<file path="src/source/pcpu_pkg.sv">
`default_nettype none

package pcpu_pkg;

  localparam int word_w        = 16;     // data and instruction word
  localparam int ram_words     = 256;    // program RAM depth
  localparam int page_words    = 16;     // power of two so the page split is a bit slice
  localparam int page_count    = 16;     // physical pages in RAM
  localparam int page_idx_w    = 4;      // page index and logical segment width
  localparam int reg_count     = 16;     // general registers
  localparam int program_start = 0;      // logical word address of the first instruction
  localparam int fifo_depth    = 16;     // trace bytes buffered ahead of the serializer
  localparam int clk_per_bit   = 8;      // short bit time for simulation

  localparam logic [7:0] trace_fault = 8'h21;  // trace byte sent instead of an opcode

  // opcode sits in the high byte of the first instruction word
  typedef enum logic [7:0] {
    op_jmp          = 8'd1,    // pc <= operand
    op_num2reg_low  = 8'd16,   // reg <= operand
    op_reg_low_plus = 8'd18,   // reg <= reg + operand
    op_exit         = 8'd30    // stop the core
  } opcode_e;

  // host address map, paddr[15:14]
  typedef enum logic [1:0] {
    region_ram  = 2'd0,  // program words
    region_mmu  = 2'd1,  // chain and segment tables
    region_reg  = 2'd2,  // register file, read only
    region_ctrl = 2'd3   // start, start page, status
  } apb_region_e;

endpackage

`default_nettype wire

</file>
<file path="src/source/program_ram.sv">
`timescale 1ns/1ns
`default_nettype none

module program_ram import pcpu_pkg::*; (
  input  wire                         clk,
  input  wire                         we,
  input  wire [$clog2(ram_words)-1:0] addr,
  input  wire [word_w-1:0]            wdata,
  output logic [word_w-1:0]           rdata
);

  logic [word_w-1:0] mem [ram_words];  // program words

  always_ff @(posedge clk) begin
    if (we) begin
      mem[addr] <= wdata;
    end
    rdata <= mem[addr];  // old word on a write cycle
  end

endmodule

`default_nettype wire

</file>
<file path="src/source/ram_arbiter.sv">
`timescale 1ns/1ns
`default_nettype none

module ram_arbiter import pcpu_pkg::*; (
  input  wire                          clk,
  input  wire                          arst_n,
  input  wire                          host_req,
  input  wire                          host_we,
  input  wire [$clog2(ram_words)-1:0]  host_addr,
  input  wire [word_w-1:0]             host_wdata,
  input  wire                          core_req,
  input  wire [$clog2(ram_words)-1:0]  core_addr,
  output logic                         host_gnt,
  output logic                         core_gnt,
  output logic                         ram_we,
  output logic [$clog2(ram_words)-1:0] ram_addr,
  output logic [word_w-1:0]            ram_wdata
);

  logic host_last;  // host took the RAM last cycle and is collecting its data
  logic core_last;  // same for the core

  always_comb begin
    host_gnt  = host_req && !host_last;              // host wins every tie
    core_gnt  = core_req && !core_last && !host_gnt;
    ram_we    = host_gnt && host_we;                 // core only reads
    ram_addr  = host_gnt ? host_addr : core_addr;
    ram_wdata = host_wdata;
  end

  always_ff @(posedge clk or negedge arst_n) begin
    if (!arst_n) begin
      host_last <= 1'b0;
      core_last <= 1'b0;
    end else begin
      host_last <= host_gnt;  // rdata for this owner is valid now
      core_last <= core_gnt;
    end
  end

endmodule

`default_nettype wire

</file>
<file path="src/source/page_walker.sv">
`timescale 1ns/1ns
`default_nettype none

module page_walker import pcpu_pkg::*; (
  input  wire                          clk,
  input  wire                          arst_n,
  input  wire                          tbl_we,
  input  wire [page_idx_w-1:0]         tbl_idx,
  input  wire [2*page_idx_w-1:0]       tbl_wdata,
  input  wire                          start,
  input  wire [page_idx_w-1:0]         start_page,
  output logic [2*page_idx_w-1:0]      tbl_rdata,
  input  wire                          xl_req,
  input  wire [$clog2(ram_words)-1:0]  logical_addr,
  output logic                         xl_done,
  output logic                         xl_fault,
  output logic [$clog2(ram_words)-1:0] phys_addr
);

  localparam int addr_w = $clog2(ram_words);
  localparam int off_w  = $clog2(page_words);

  logic [page_idx_w-1:0] chain_tbl [page_count];  // next page, points to itself at chain end
  logic [page_idx_w-1:0] seg_tbl   [page_count];  // logical segment held by each page
  logic [page_idx_w-1:0] pos;                     // page under test
  logic                  busy;                    // walk in progress
  logic [page_idx_w-1:0] seg;
  logic [off_w-1:0]      off;
  logic                  hit;

  assign seg       = logical_addr[addr_w-1:off_w];
  assign off       = logical_addr[off_w-1:0];
  assign hit       = seg_tbl[pos] == seg;
  assign tbl_rdata = {chain_tbl[tbl_idx], seg_tbl[tbl_idx]};

  always_ff @(posedge clk) begin
    if (tbl_we) begin
      chain_tbl[tbl_idx] <= tbl_wdata[2*page_idx_w-1:page_idx_w];
      seg_tbl[tbl_idx]   <= tbl_wdata[page_idx_w-1:0];
    end
  end

  always_ff @(posedge clk) begin
    if (!busy && xl_req) begin
      pos       <= chain_tbl[start_page];  // first hop past the start page
      phys_addr <= {start_page, off};      // final for segment 0
    end else if (busy) begin
      pos       <= chain_tbl[pos];
      phys_addr <= {pos, off};             // kept once hit ends the walk
    end
  end

  always_ff @(posedge clk or negedge arst_n) begin
    if (!arst_n) begin
      busy     <= 1'b0;
      xl_done  <= 1'b0;
      xl_fault <= 1'b0;
    end else begin
      xl_done  <= 1'b0;
      xl_fault <= 1'b0;
      if (start) begin
        busy <= 1'b0;                       // new run drops any stale walk
      end else if (!busy && xl_req) begin
        busy    <= seg != '0;
        xl_done <= seg == '0;               // segment 0 is the start page
      end else if (busy) begin
        if (hit) begin
          busy    <= 1'b0;
          xl_done <= 1'b1;
        end else if (chain_tbl[pos] == pos) begin
          busy     <= 1'b0;                 // chain end without a match
          xl_fault <= 1'b1;
        end
      end
    end
  end

endmodule

`default_nettype wire

</file>
<file path="src/source/cpu_core.sv">
`timescale 1ns/1ns
`default_nettype none

module cpu_core import pcpu_pkg::*; (
  input  wire                          clk,
  input  wire                          arst_n,
  input  wire                          start,
  output logic                         running,
  output logic                         fault,
  output logic                         xl_req,
  output logic [$clog2(ram_words)-1:0] logical_addr,
  input  wire                          xl_done,
  input  wire                          xl_fault,
  input  wire [$clog2(ram_words)-1:0]  phys_addr,
  output logic                         core_req,
  output logic [$clog2(ram_words)-1:0] core_addr,
  input  wire                          core_gnt,
  input  wire [word_w-1:0]             ram_rdata,
  input  wire [$clog2(reg_count)-1:0]  reg_rd_idx,
  output logic [word_w-1:0]            reg_rd_data,
  output logic                         trace_push,
  output logic [7:0]                   trace_byte,
  input  wire                          trace_full
);

  localparam int addr_w = $clog2(ram_words);
  localparam int ri_w   = $clog2(reg_count);

  typedef enum logic [2:0] {
    st_idle, st_xl1, st_fetch1, st_xl2, st_fetch2, st_exec, st_trace
  } state_e;

  state_e            state;
  logic [addr_w-1:0] pc;                 // logical word address
  logic [word_w-1:0] instr;              // opcode and register byte
  logic [word_w-1:0] operand;            // second word
  logic              rd_wait;            // granted, word arrives this cycle
  logic              halt;               // leave after the trace byte
  logic [word_w-1:0] regs [reg_count];
  opcode_e           op;
  logic [ri_w-1:0]   ri;

  assign op           = opcode_e'(instr[15:8]);
  assign ri           = instr[ri_w-1:0];
  assign running      = state != st_idle;
  assign logical_addr = pc;
  assign core_addr    = phys_addr;       // walker holds it until the next request
  assign core_req     = (state == st_fetch1 || state == st_fetch2) && !rd_wait;
  assign trace_push   = state == st_trace && !trace_full;  // wait out back-pressure
  assign reg_rd_data  = regs[reg_rd_idx];

  always_ff @(posedge clk) begin
    if (state == st_fetch1 && rd_wait) begin
      instr <= ram_rdata;
    end
    if (state == st_fetch2 && rd_wait) begin
      operand <= ram_rdata;
    end
    if (state == st_idle && start) begin
      for (int i = 0; i < reg_count; i++) begin
        regs[i] <= '0;
      end
    end else if (state == st_exec) begin
      case (op)
        op_num2reg_low:  regs[ri] <= operand;
        op_reg_low_plus: regs[ri] <= regs[ri] + operand;  // wraps at 2^16
        default: ;
      endcase
    end
    if (state == st_exec) begin
      trace_byte <= instr[15:8];         // raw byte, unknown opcodes traced too
    end else if ((state == st_xl1 || state == st_xl2) && xl_fault) begin
      trace_byte <= trace_fault;
    end
  end

  always_ff @(posedge clk or negedge arst_n) begin
    if (!arst_n) begin
      state   <= st_idle;
      pc      <= '0;
      rd_wait <= 1'b0;
      halt    <= 1'b0;
      fault   <= 1'b0;
      xl_req  <= 1'b0;
    end else begin
      xl_req <= 1'b0;                    // one-cycle request pulse
      case (state)
        st_idle: if (start) begin
          pc     <= addr_w'(program_start);
          fault  <= 1'b0;
          halt   <= 1'b0;
          xl_req <= 1'b1;
          state  <= st_xl1;
        end
        st_xl1, st_xl2: if (xl_fault) begin
          fault <= 1'b1;
          halt  <= 1'b1;
          state <= st_trace;              // report the fault, then stop
        end else if (xl_done) begin
          state <= (state == st_xl1) ? st_fetch1 : st_fetch2;
        end
        st_fetch1, st_fetch2: if (rd_wait) begin
          rd_wait <= 1'b0;
          pc      <= pc + 1'b1;
          if (state == st_fetch1) begin
            xl_req <= 1'b1;               // second word may sit on the next page
            state  <= st_xl2;
          end else begin
            state <= st_exec;
          end
        end else if (core_gnt) begin
          rd_wait <= 1'b1;
        end
        st_exec: begin
          if (op == op_jmp) begin
            pc <= operand[addr_w-1:0];
          end
          if (op == op_exit) begin
            halt <= 1'b1;
          end
          state <= st_trace;
        end
        st_trace: if (!trace_full) begin
          if (halt) begin
            state <= st_idle;
          end else begin
            xl_req <= 1'b1;
            state  <= st_xl1;
          end
        end
        default: state <= st_idle;
      endcase
    end
  end

endmodule

`default_nettype wire

</file>
<file path="src/source/apb_host_port.sv">
`timescale 1ns/1ns
`default_nettype none

module apb_host_port import pcpu_pkg::*; (
  input  wire                          clk,
  input  wire                          arst_n,
  input  wire                          psel,
  input  wire                          penable,
  input  wire                          pwrite,
  input  wire [15:0]                   paddr,
  input  wire [word_w-1:0]             pwdata,
  output logic [word_w-1:0]            prdata,
  output logic                         pready,
  output logic                         pslverr,
  output logic                         host_req,
  output logic                         host_we,
  output logic [$clog2(ram_words)-1:0] host_addr,
  output logic [word_w-1:0]            host_wdata,
  input  wire                          host_gnt,
  input  wire [word_w-1:0]             ram_rdata,
  output logic                         tbl_we,
  output logic [page_idx_w-1:0]        tbl_idx,
  output logic [2*page_idx_w-1:0]      tbl_wdata,
  input  wire [2*page_idx_w-1:0]       tbl_rdata,
  output logic [$clog2(reg_count)-1:0] reg_rd_idx,
  input  wire [word_w-1:0]             reg_rd_data,
  output logic                         start,
  output logic [page_idx_w-1:0]        start_page,
  input  wire                          running,
  input  wire                          fault
);

  apb_region_e region;
  logic        access;   // APB access phase
  logic        locked;   // RAM or table write refused while the core runs
  logic        granted;  // RAM word valid this cycle
  logic        ctrl_wr;

  assign region     = apb_region_e'(paddr[15:14]);
  assign access     = psel && penable;
  assign locked     = pwrite && running && (region == region_ram || region == region_mmu);
  assign ctrl_wr    = access && pwrite && region == region_ctrl && !running;
  assign host_req   = access && region == region_ram && !granted && !locked;
  assign host_we    = pwrite;
  assign host_addr  = paddr[$clog2(ram_words)-1:0];
  assign host_wdata = pwdata;
  assign tbl_we     = access && pwrite && region == region_mmu && !locked;
  assign tbl_idx    = paddr[page_idx_w-1:0];
  assign tbl_wdata  = pwdata[2*page_idx_w-1:0];  // chain entry over segment
  assign reg_rd_idx = paddr[$clog2(reg_count)-1:0];

  always_comb begin
    pready  = access && (region != region_ram || granted || locked);
    pslverr = access && ((pwrite && region == region_reg) || locked);
    case (region)
      region_ram: prdata = ram_rdata;
      region_mmu: prdata = word_w'(tbl_rdata);
      region_reg: prdata = reg_rd_data;
      default:    prdata = word_w'({start_page, 2'b00, fault, running});
    endcase
  end

  always_ff @(posedge clk or negedge arst_n) begin
    if (!arst_n) begin
      granted    <= 1'b0;
      start      <= 1'b0;
      start_page <= '0;
    end else begin
      granted <= host_gnt;                 // data follows the grant by one cycle
      start   <= ctrl_wr && pwdata[0];     // single pulse, access lasts one cycle
      if (ctrl_wr) begin
        start_page <= pwdata[7:4];
      end
    end
  end

endmodule

`default_nettype wire

</file>
<file path="src/source/trace_uart.sv">
`timescale 1ns/1ns
`default_nettype none

module trace_uart import pcpu_pkg::*; (
  input  wire       clk,
  input  wire       arst_n,
  input  wire       trace_push,
  input  wire [7:0] trace_byte,
  output logic      trace_full,
  output logic      tx
);

  localparam int ptr_w  = $clog2(fifo_depth);
  localparam int tick_w = $clog2(clk_per_bit);

  typedef enum logic [1:0] {tx_idle, tx_start, tx_data, tx_stop} tx_state_e;

  logic [7:0]        fifo [fifo_depth];
  logic [ptr_w-1:0]  wr_ptr;
  logic [ptr_w-1:0]  rd_ptr;
  logic [ptr_w:0]    count;     // bytes waiting
  logic              pop;
  tx_state_e         state;
  logic [7:0]        shreg;     // byte on the line, LSB out first
  logic [tick_w-1:0] tick;      // clocks into the current bit
  logic [2:0]        nbit;
  logic              bit_end;

  assign trace_full = count == (ptr_w+1)'(fifo_depth);
  assign pop        = state == tx_idle && count != '0;
  assign bit_end    = tick == tick_w'(clk_per_bit - 1);

  always_ff @(posedge clk) begin
    if (trace_push) begin
      fifo[wr_ptr] <= trace_byte;
    end
  end

  always_ff @(posedge clk or negedge arst_n) begin
    if (!arst_n) begin
      wr_ptr <= '0;
      rd_ptr <= '0;
      count  <= '0;
      state  <= tx_idle;
      shreg  <= '0;
      tick   <= '0;
      nbit   <= '0;
      tx     <= 1'b1;                  // line idles high
    end else begin
      if (trace_push) begin
        wr_ptr <= wr_ptr + 1'b1;
      end
      count <= count + trace_push - pop;
      tick  <= (bit_end || state == tx_idle) ? '0 : tick + 1'b1;
      case (state)
        tx_idle: if (pop) begin
          shreg  <= fifo[rd_ptr];
          rd_ptr <= rd_ptr + 1'b1;
          tx     <= 1'b0;              // start bit
          state  <= tx_start;
        end
        tx_start: if (bit_end) begin
          tx    <= shreg[0];
          nbit  <= '0;
          state <= tx_data;
        end
        tx_data: if (bit_end) begin
          shreg <= shreg >> 1;
          tx    <= shreg[1];
          nbit  <= nbit + 1'b1;
          if (nbit == 3'd7) begin
            tx    <= 1'b1;             // stop bit
            state <= tx_stop;
          end
        end
        tx_stop: if (bit_end) begin
          state <= tx_idle;
        end
        default: state <= tx_idle;
      endcase
    end
  end

endmodule

`default_nettype wire

</file>
<file path="src/source/pcpu_top.sv">
`timescale 1ns/1ns
`default_nettype none

module pcpu_top import pcpu_pkg::*; (
  input  wire               clk,
  input  wire               arst_n,
  input  wire               psel,
  input  wire               penable,
  input  wire               pwrite,
  input  wire [15:0]        paddr,
  input  wire [word_w-1:0]  pwdata,
  output logic [word_w-1:0] prdata,
  output logic              pready,
  output logic              pslverr,
  output logic              tx
);

  localparam int addr_w = $clog2(ram_words);

  logic                         host_req, host_we, host_gnt;
  logic [addr_w-1:0]            host_addr;
  logic [word_w-1:0]            host_wdata;
  logic                         core_req, core_gnt;
  logic [addr_w-1:0]            core_addr;
  logic                         ram_we;
  logic [addr_w-1:0]            ram_addr;
  logic [word_w-1:0]            ram_wdata, ram_rdata;   // shared read bus
  logic                         tbl_we;
  logic [page_idx_w-1:0]        tbl_idx, start_page;
  logic [2*page_idx_w-1:0]      tbl_wdata, tbl_rdata;
  logic [$clog2(reg_count)-1:0] reg_rd_idx;
  logic [word_w-1:0]            reg_rd_data;
  logic                         start, running, fault;
  logic                         xl_req, xl_done, xl_fault;
  logic [addr_w-1:0]            logical_addr, phys_addr;
  logic                         trace_push, trace_full;
  logic [7:0]                   trace_byte;

  program_ram ram_i (.clk, .we(ram_we), .addr(ram_addr), .wdata(ram_wdata), .rdata(ram_rdata));

  ram_arbiter   arb_i (.*);
  page_walker   mmu_i (.*);
  cpu_core      cpu_i (.*);
  apb_host_port apb_i (.*);
  trace_uart    uart_i (.*);

endmodule

`default_nettype wire

</file>
<file path="config.mk">
export PLATFORM = sky130hd
export DESIGN_NAME = pcpu_top
export DESIGN_NICKNAME = d
export VERILOG_FILES = /design/src/source/pcpu_pkg.sv /design/src/source/program_ram.sv /design/src/source/ram_arbiter.sv /design/src/source/page_walker.sv /design/src/source/cpu_core.sv /design/src/source/apb_host_port.sv /design/src/source/trace_uart.sv /design/src/source/pcpu_top.sv
export SDC_FILE = /design/constraint.sdc
export NUM_CORES = 2
export LEC_CHECK = 0
export CELL_PAD_IN_SITES_DETAIL_PLACEMENT = 1
export CELL_PAD_IN_SITES_GLOBAL_PLACEMENT = 1
export CORE_UTILIZATION = 57
export DETAILED_ROUTE_END_ITERATION = 8
export DONT_BUFFER_PORTS = 1
export PLACE_DENSITY = 0.78
export REMOVE_ABC_BUFFERS = 1
export SLEW_MARGIN = 10
export SYNTH_ARGS = -nofsm -noshare
export SYNTH_HDL_FRONTEND = slang
export SYNTH_HIERARCHICAL = 1
export SYNTH_MEMORY_MAX_BITS = 65536
export SYNTH_SLANG_ARGS = --single-unit
</file>
<file path="constraint.sdc">
create_clock -name clk -period 6.5 [get_ports clk]
set_clock_uncertainty 0.15 [all_clocks]
set_input_delay 0 -clock clk [delete_from_list [all_inputs] [get_ports clk]]
set_output_delay 0 -clock clk [all_outputs]
set_load 0.005 [all_outputs]
</file>
==> out/summary.txt <==
CTS root buf: clkbuf_16
pre-CTS setup slack: 0.674 ns
die width: 574 um
worst min path class: primary input to flop
Sw Share: 0.269
Mean Syn Cell Area: 21.3 um^2
Slew Viols, Final: 0
via count: 97.6k
Clk pwr share: 0.361
Hold Crit Depth: 2
Ys Warns: 6
sequential fraction of the synthesis area: 0.759
synth cell count leaders: 4656 x edfxtp_1, 1285 x mux4_2, 549 x nor2_1
required time worst endpoint: 7.22 ns
hold_sp: pwdata[0]
Reg2Reg Depth: 14
Setup Buffers After CTS: 0
# IOs: 56
largest net degree at the start of global routing: 274
TNS Setup: 0 ns
antenna viol nets, final: 0
routed len/inst: 38.1 um
Num Clock Sinks: 4736
Hold Violations, Final: 14
number of buffers created by CTS: 460
Net Sw Power: 19.9 mW
dominant synthesized flop cell: edfxtp_1
flops & latches, synth: 4736
vias in the first global route: 101k
CTS max path bufs: 4
Unique masters post-synth: 82
port bufs: 0
depth of the CTS H-tree: 5
RSZ-0062 raised after global routing: no
top cells by area, synth: edfxtp_1 75%, mux4_2 15%, a22oi_1 2.1%
die area: 0.330 mm^2
Total GRT Usage: 0.321
maxcap violations: 0
initial core utilization: 0.575
largest area contributor in the netlist: edfxtp_1
cell area after synthesis: 0.187 mm^2
share of power burned in registers: 0.464
Final Cycle Share: 0.973
Tmin final: 6.32 ns
crit start category: flop
Post-synth EDFFs: 4656
crit path max fanout: 55
failing checks: negative hold slack
drt drc: 0
final setup vio count: 0
Worst-path clk slew: 0.06 ns
TritonRoute pass-1 iters: 5
Int Power: 54.2 mW
dpl hpwl: 289000 um
Crit Path Category: flop to flop
Cell Rows: 209
Static Leak: 65.2 nW
starting DRC count in detailed routing: 14.0k
Hold WS: -0.0369 ns
gr ovfl total: 0
post-synth top area share: 0.749
crit path launch: cpu_i/state[0]
Die Y: 574 um
Final nets: 9255
clk_lat worst skew: 1.02 ns
most numerous cell in the Yosys netlist: edfxtp_1
R2R Path Start: cpu_i/state[0]
Via density: 7.02
crit path capture type: flop
Comb pwr share: 0.175
Power Density: 352 mW/mm^2
status: finished, violations left
FILL cells: 25.7k
Final WS setup: 0.176 ns
CTS tree: done
Storage cell area: 0.142 mm^2
Async SR Flop Fraction: 0.0118
core area: 0.325 mm^2
Peak VDD IR: 0.000318 V
Fmax: 0.158 GHz
synthesized instance count: 8751
Finished Core Util: 0.647
Slew headroom: 0.0671
Placer Congestion: 0.873
placed insts: 13.0k
layout cells sized above 1: 0.275
first-pass GRT wire length: 752000 um
Post-Route WL: 530000 um
post-cts resize count: 0
Power, Total: 74.1 mW
area grow syn2layout: 12.7%
initial antenna violation count: 14
worst-margin pin slew: 1.39 ns
footprint of the multi-input gates: 0.0424 mm^2
WP data arrival: 7.05 ns
fin cells: 13.9k
-- layout make-up --
cell class / count / area share
clock buffers: 572 / 0.0578
multi-input cells: 3357 / 0.202
repair buffers: 593 / 0.0278
well taps: 4325 / 0.0257
flip-flops and latches: 4736 / 0.673
inverters: 33 / 0.000589
diodes: 16 / 0.000190
clock inverters: 276 / 0.0130
-- cells in the final DEF (no fill, tap or decap), types with 16 or more instances in the layout --
| cell | instances |
|---|---|
| nor2_2 | 32 |
| a22oi_1 | 531 |
| buf_4 | 461 |
| edfxtp_1 | 4656 |
| a21oi_1 | 310 |
| clkinv_1 | 114 |
| mux2_2 | 18 |
| bufinv_16 | 47 |
| dfxtp_1 | 21 |
| nor3_2 | 36 |
| inv_1 | 33 |
| buf_16 | 37 |
| nand2_1 | 103 |
| dlygate4sd3_1 | 52 |
| nor2_1 | 516 |
| clkinv_2 | 77 |
| mux4_2 | 1285 |
| mux2i_1 | 54 |
| o21ai_0 | 34 |
| nand2b_1 | 22 |
| clkbuf_16 | 467 |
| nor3_1 | 18 |
| diode_2 | 16 |
| nor2b_1 | 17 |
| buf_12 | 43 |
| mux4_1 | 16 |
| nand4_1 | 24 |
| ha_1 | 35 |
| o41ai_1 | 43 |
| clkbuf_1 | 97 |
| nand3_1 | 20 |
| o41ai_2 | 22 |
| dfrtp_1 | 55 |
-- cell families (layout without fill, tap and decap cells) --
kind of cell	Yosys count	in the layout	synth area share
compound gates	1019	1019	0.0368
xor+xnor	24	24	0.00123
fa+ha+maj	37	37	0.00256
buf+inv	658	1474	0.0172
flops	4736	4736	0.759
mux	1393	1393	0.163
other cells	0	16	0
simple gates	884	884	0.0209
-- through the flow --
step	hold slack, ns	cell area [um^2]
2_1_floorplan	-0.446	184000
3_3_place_gp	-0.444	194000
3_5_place_dp	-0.444	194000
4_1_cts	0.0146	210000
5_1_grt	0.000547	210000
6_report	-0.0369	210000
-- critical path: stages (launching register included) --
cell and delay (ns):
dfrtp_1 0.36, buf_4 0.20, or3_1 0.54, a2111oi_2 0.43, and3_1 0.27, nand2b_4 0.19, mux2_8 0.76, buf_12 0.46
mux4_2 0.60, a22oi_1 0.32, a21oi_1 0.28, o41ai_1 0.50, buf_4 0.24, nand4_1 0.09, dlygate4sd3_1 0.57
-- power groups by stage --
stage / clock network (mW) / registers [mW] / logic [mW]
floorplan: 0 / 34.9 / 10.5
global placement: 0 / 35.0 / 11.6
detailed placement: 0 / 35.0 / 12.0
CTS: 27.0 / 34.4 / 12.8
global route: 27.8 / 34.4 / 13.4
finish: 26.8 / 34.4 / 13.0
-- metal layers --
metal,track usage,part of all wire,up-vias
met5,0,0.00015,-
met2,0.517,0.49,6837
met1,0.430,0.36,51800
met3,0.0652,0.11,1219
li1,-,-,37800
met4,0.145,0.052,12
-- registers in the layout, indices dropped and copies added (netlist names), 2 cells and up, named ones only --
register            cells
ram_i/rdata            16
uart_i/nbit             3
mmu_i/chain_tbl        64
uart_i/tick             3
cpu_i/logical_addr      8
cpu_i/operand          16
ram_i/mem            4096
cpu_i/instr            12
cpu_i/regs            256
uart_i/state            2
apb_i/start_page        4
cpu_i/state             3
mmu_i/phys_addr         8
cpu_i/trace_byte        8
uart_i/rd_ptr           4
uart_i/count            5
mmu_i/seg_tbl          64
uart_i/wr_ptr           4
uart_i/shreg            8
mmu_i/pos               4
uart_i/fifo           128
-- final timing paths --
check | endpoint | slack (ns)
max | ram_i/rdata[3] | 0.18
min reg2reg | arb_i/core_last | 0.26
max in group asynchronous | uart_i/tx | 5.76
min | ram_i/mem[227][0] | -0.04
max reg2reg | ram_i/rdata[3] | 0.18
min in group asynchronous | uart_i/wr_ptr[0] | 0.11
-- what timing repair did --
action                      CTS  global route
hold buffers                 56            14
setup endpoints to repair     0             0
hold endpoints to repair   4718           296
(Power assumes the default switching activity.)
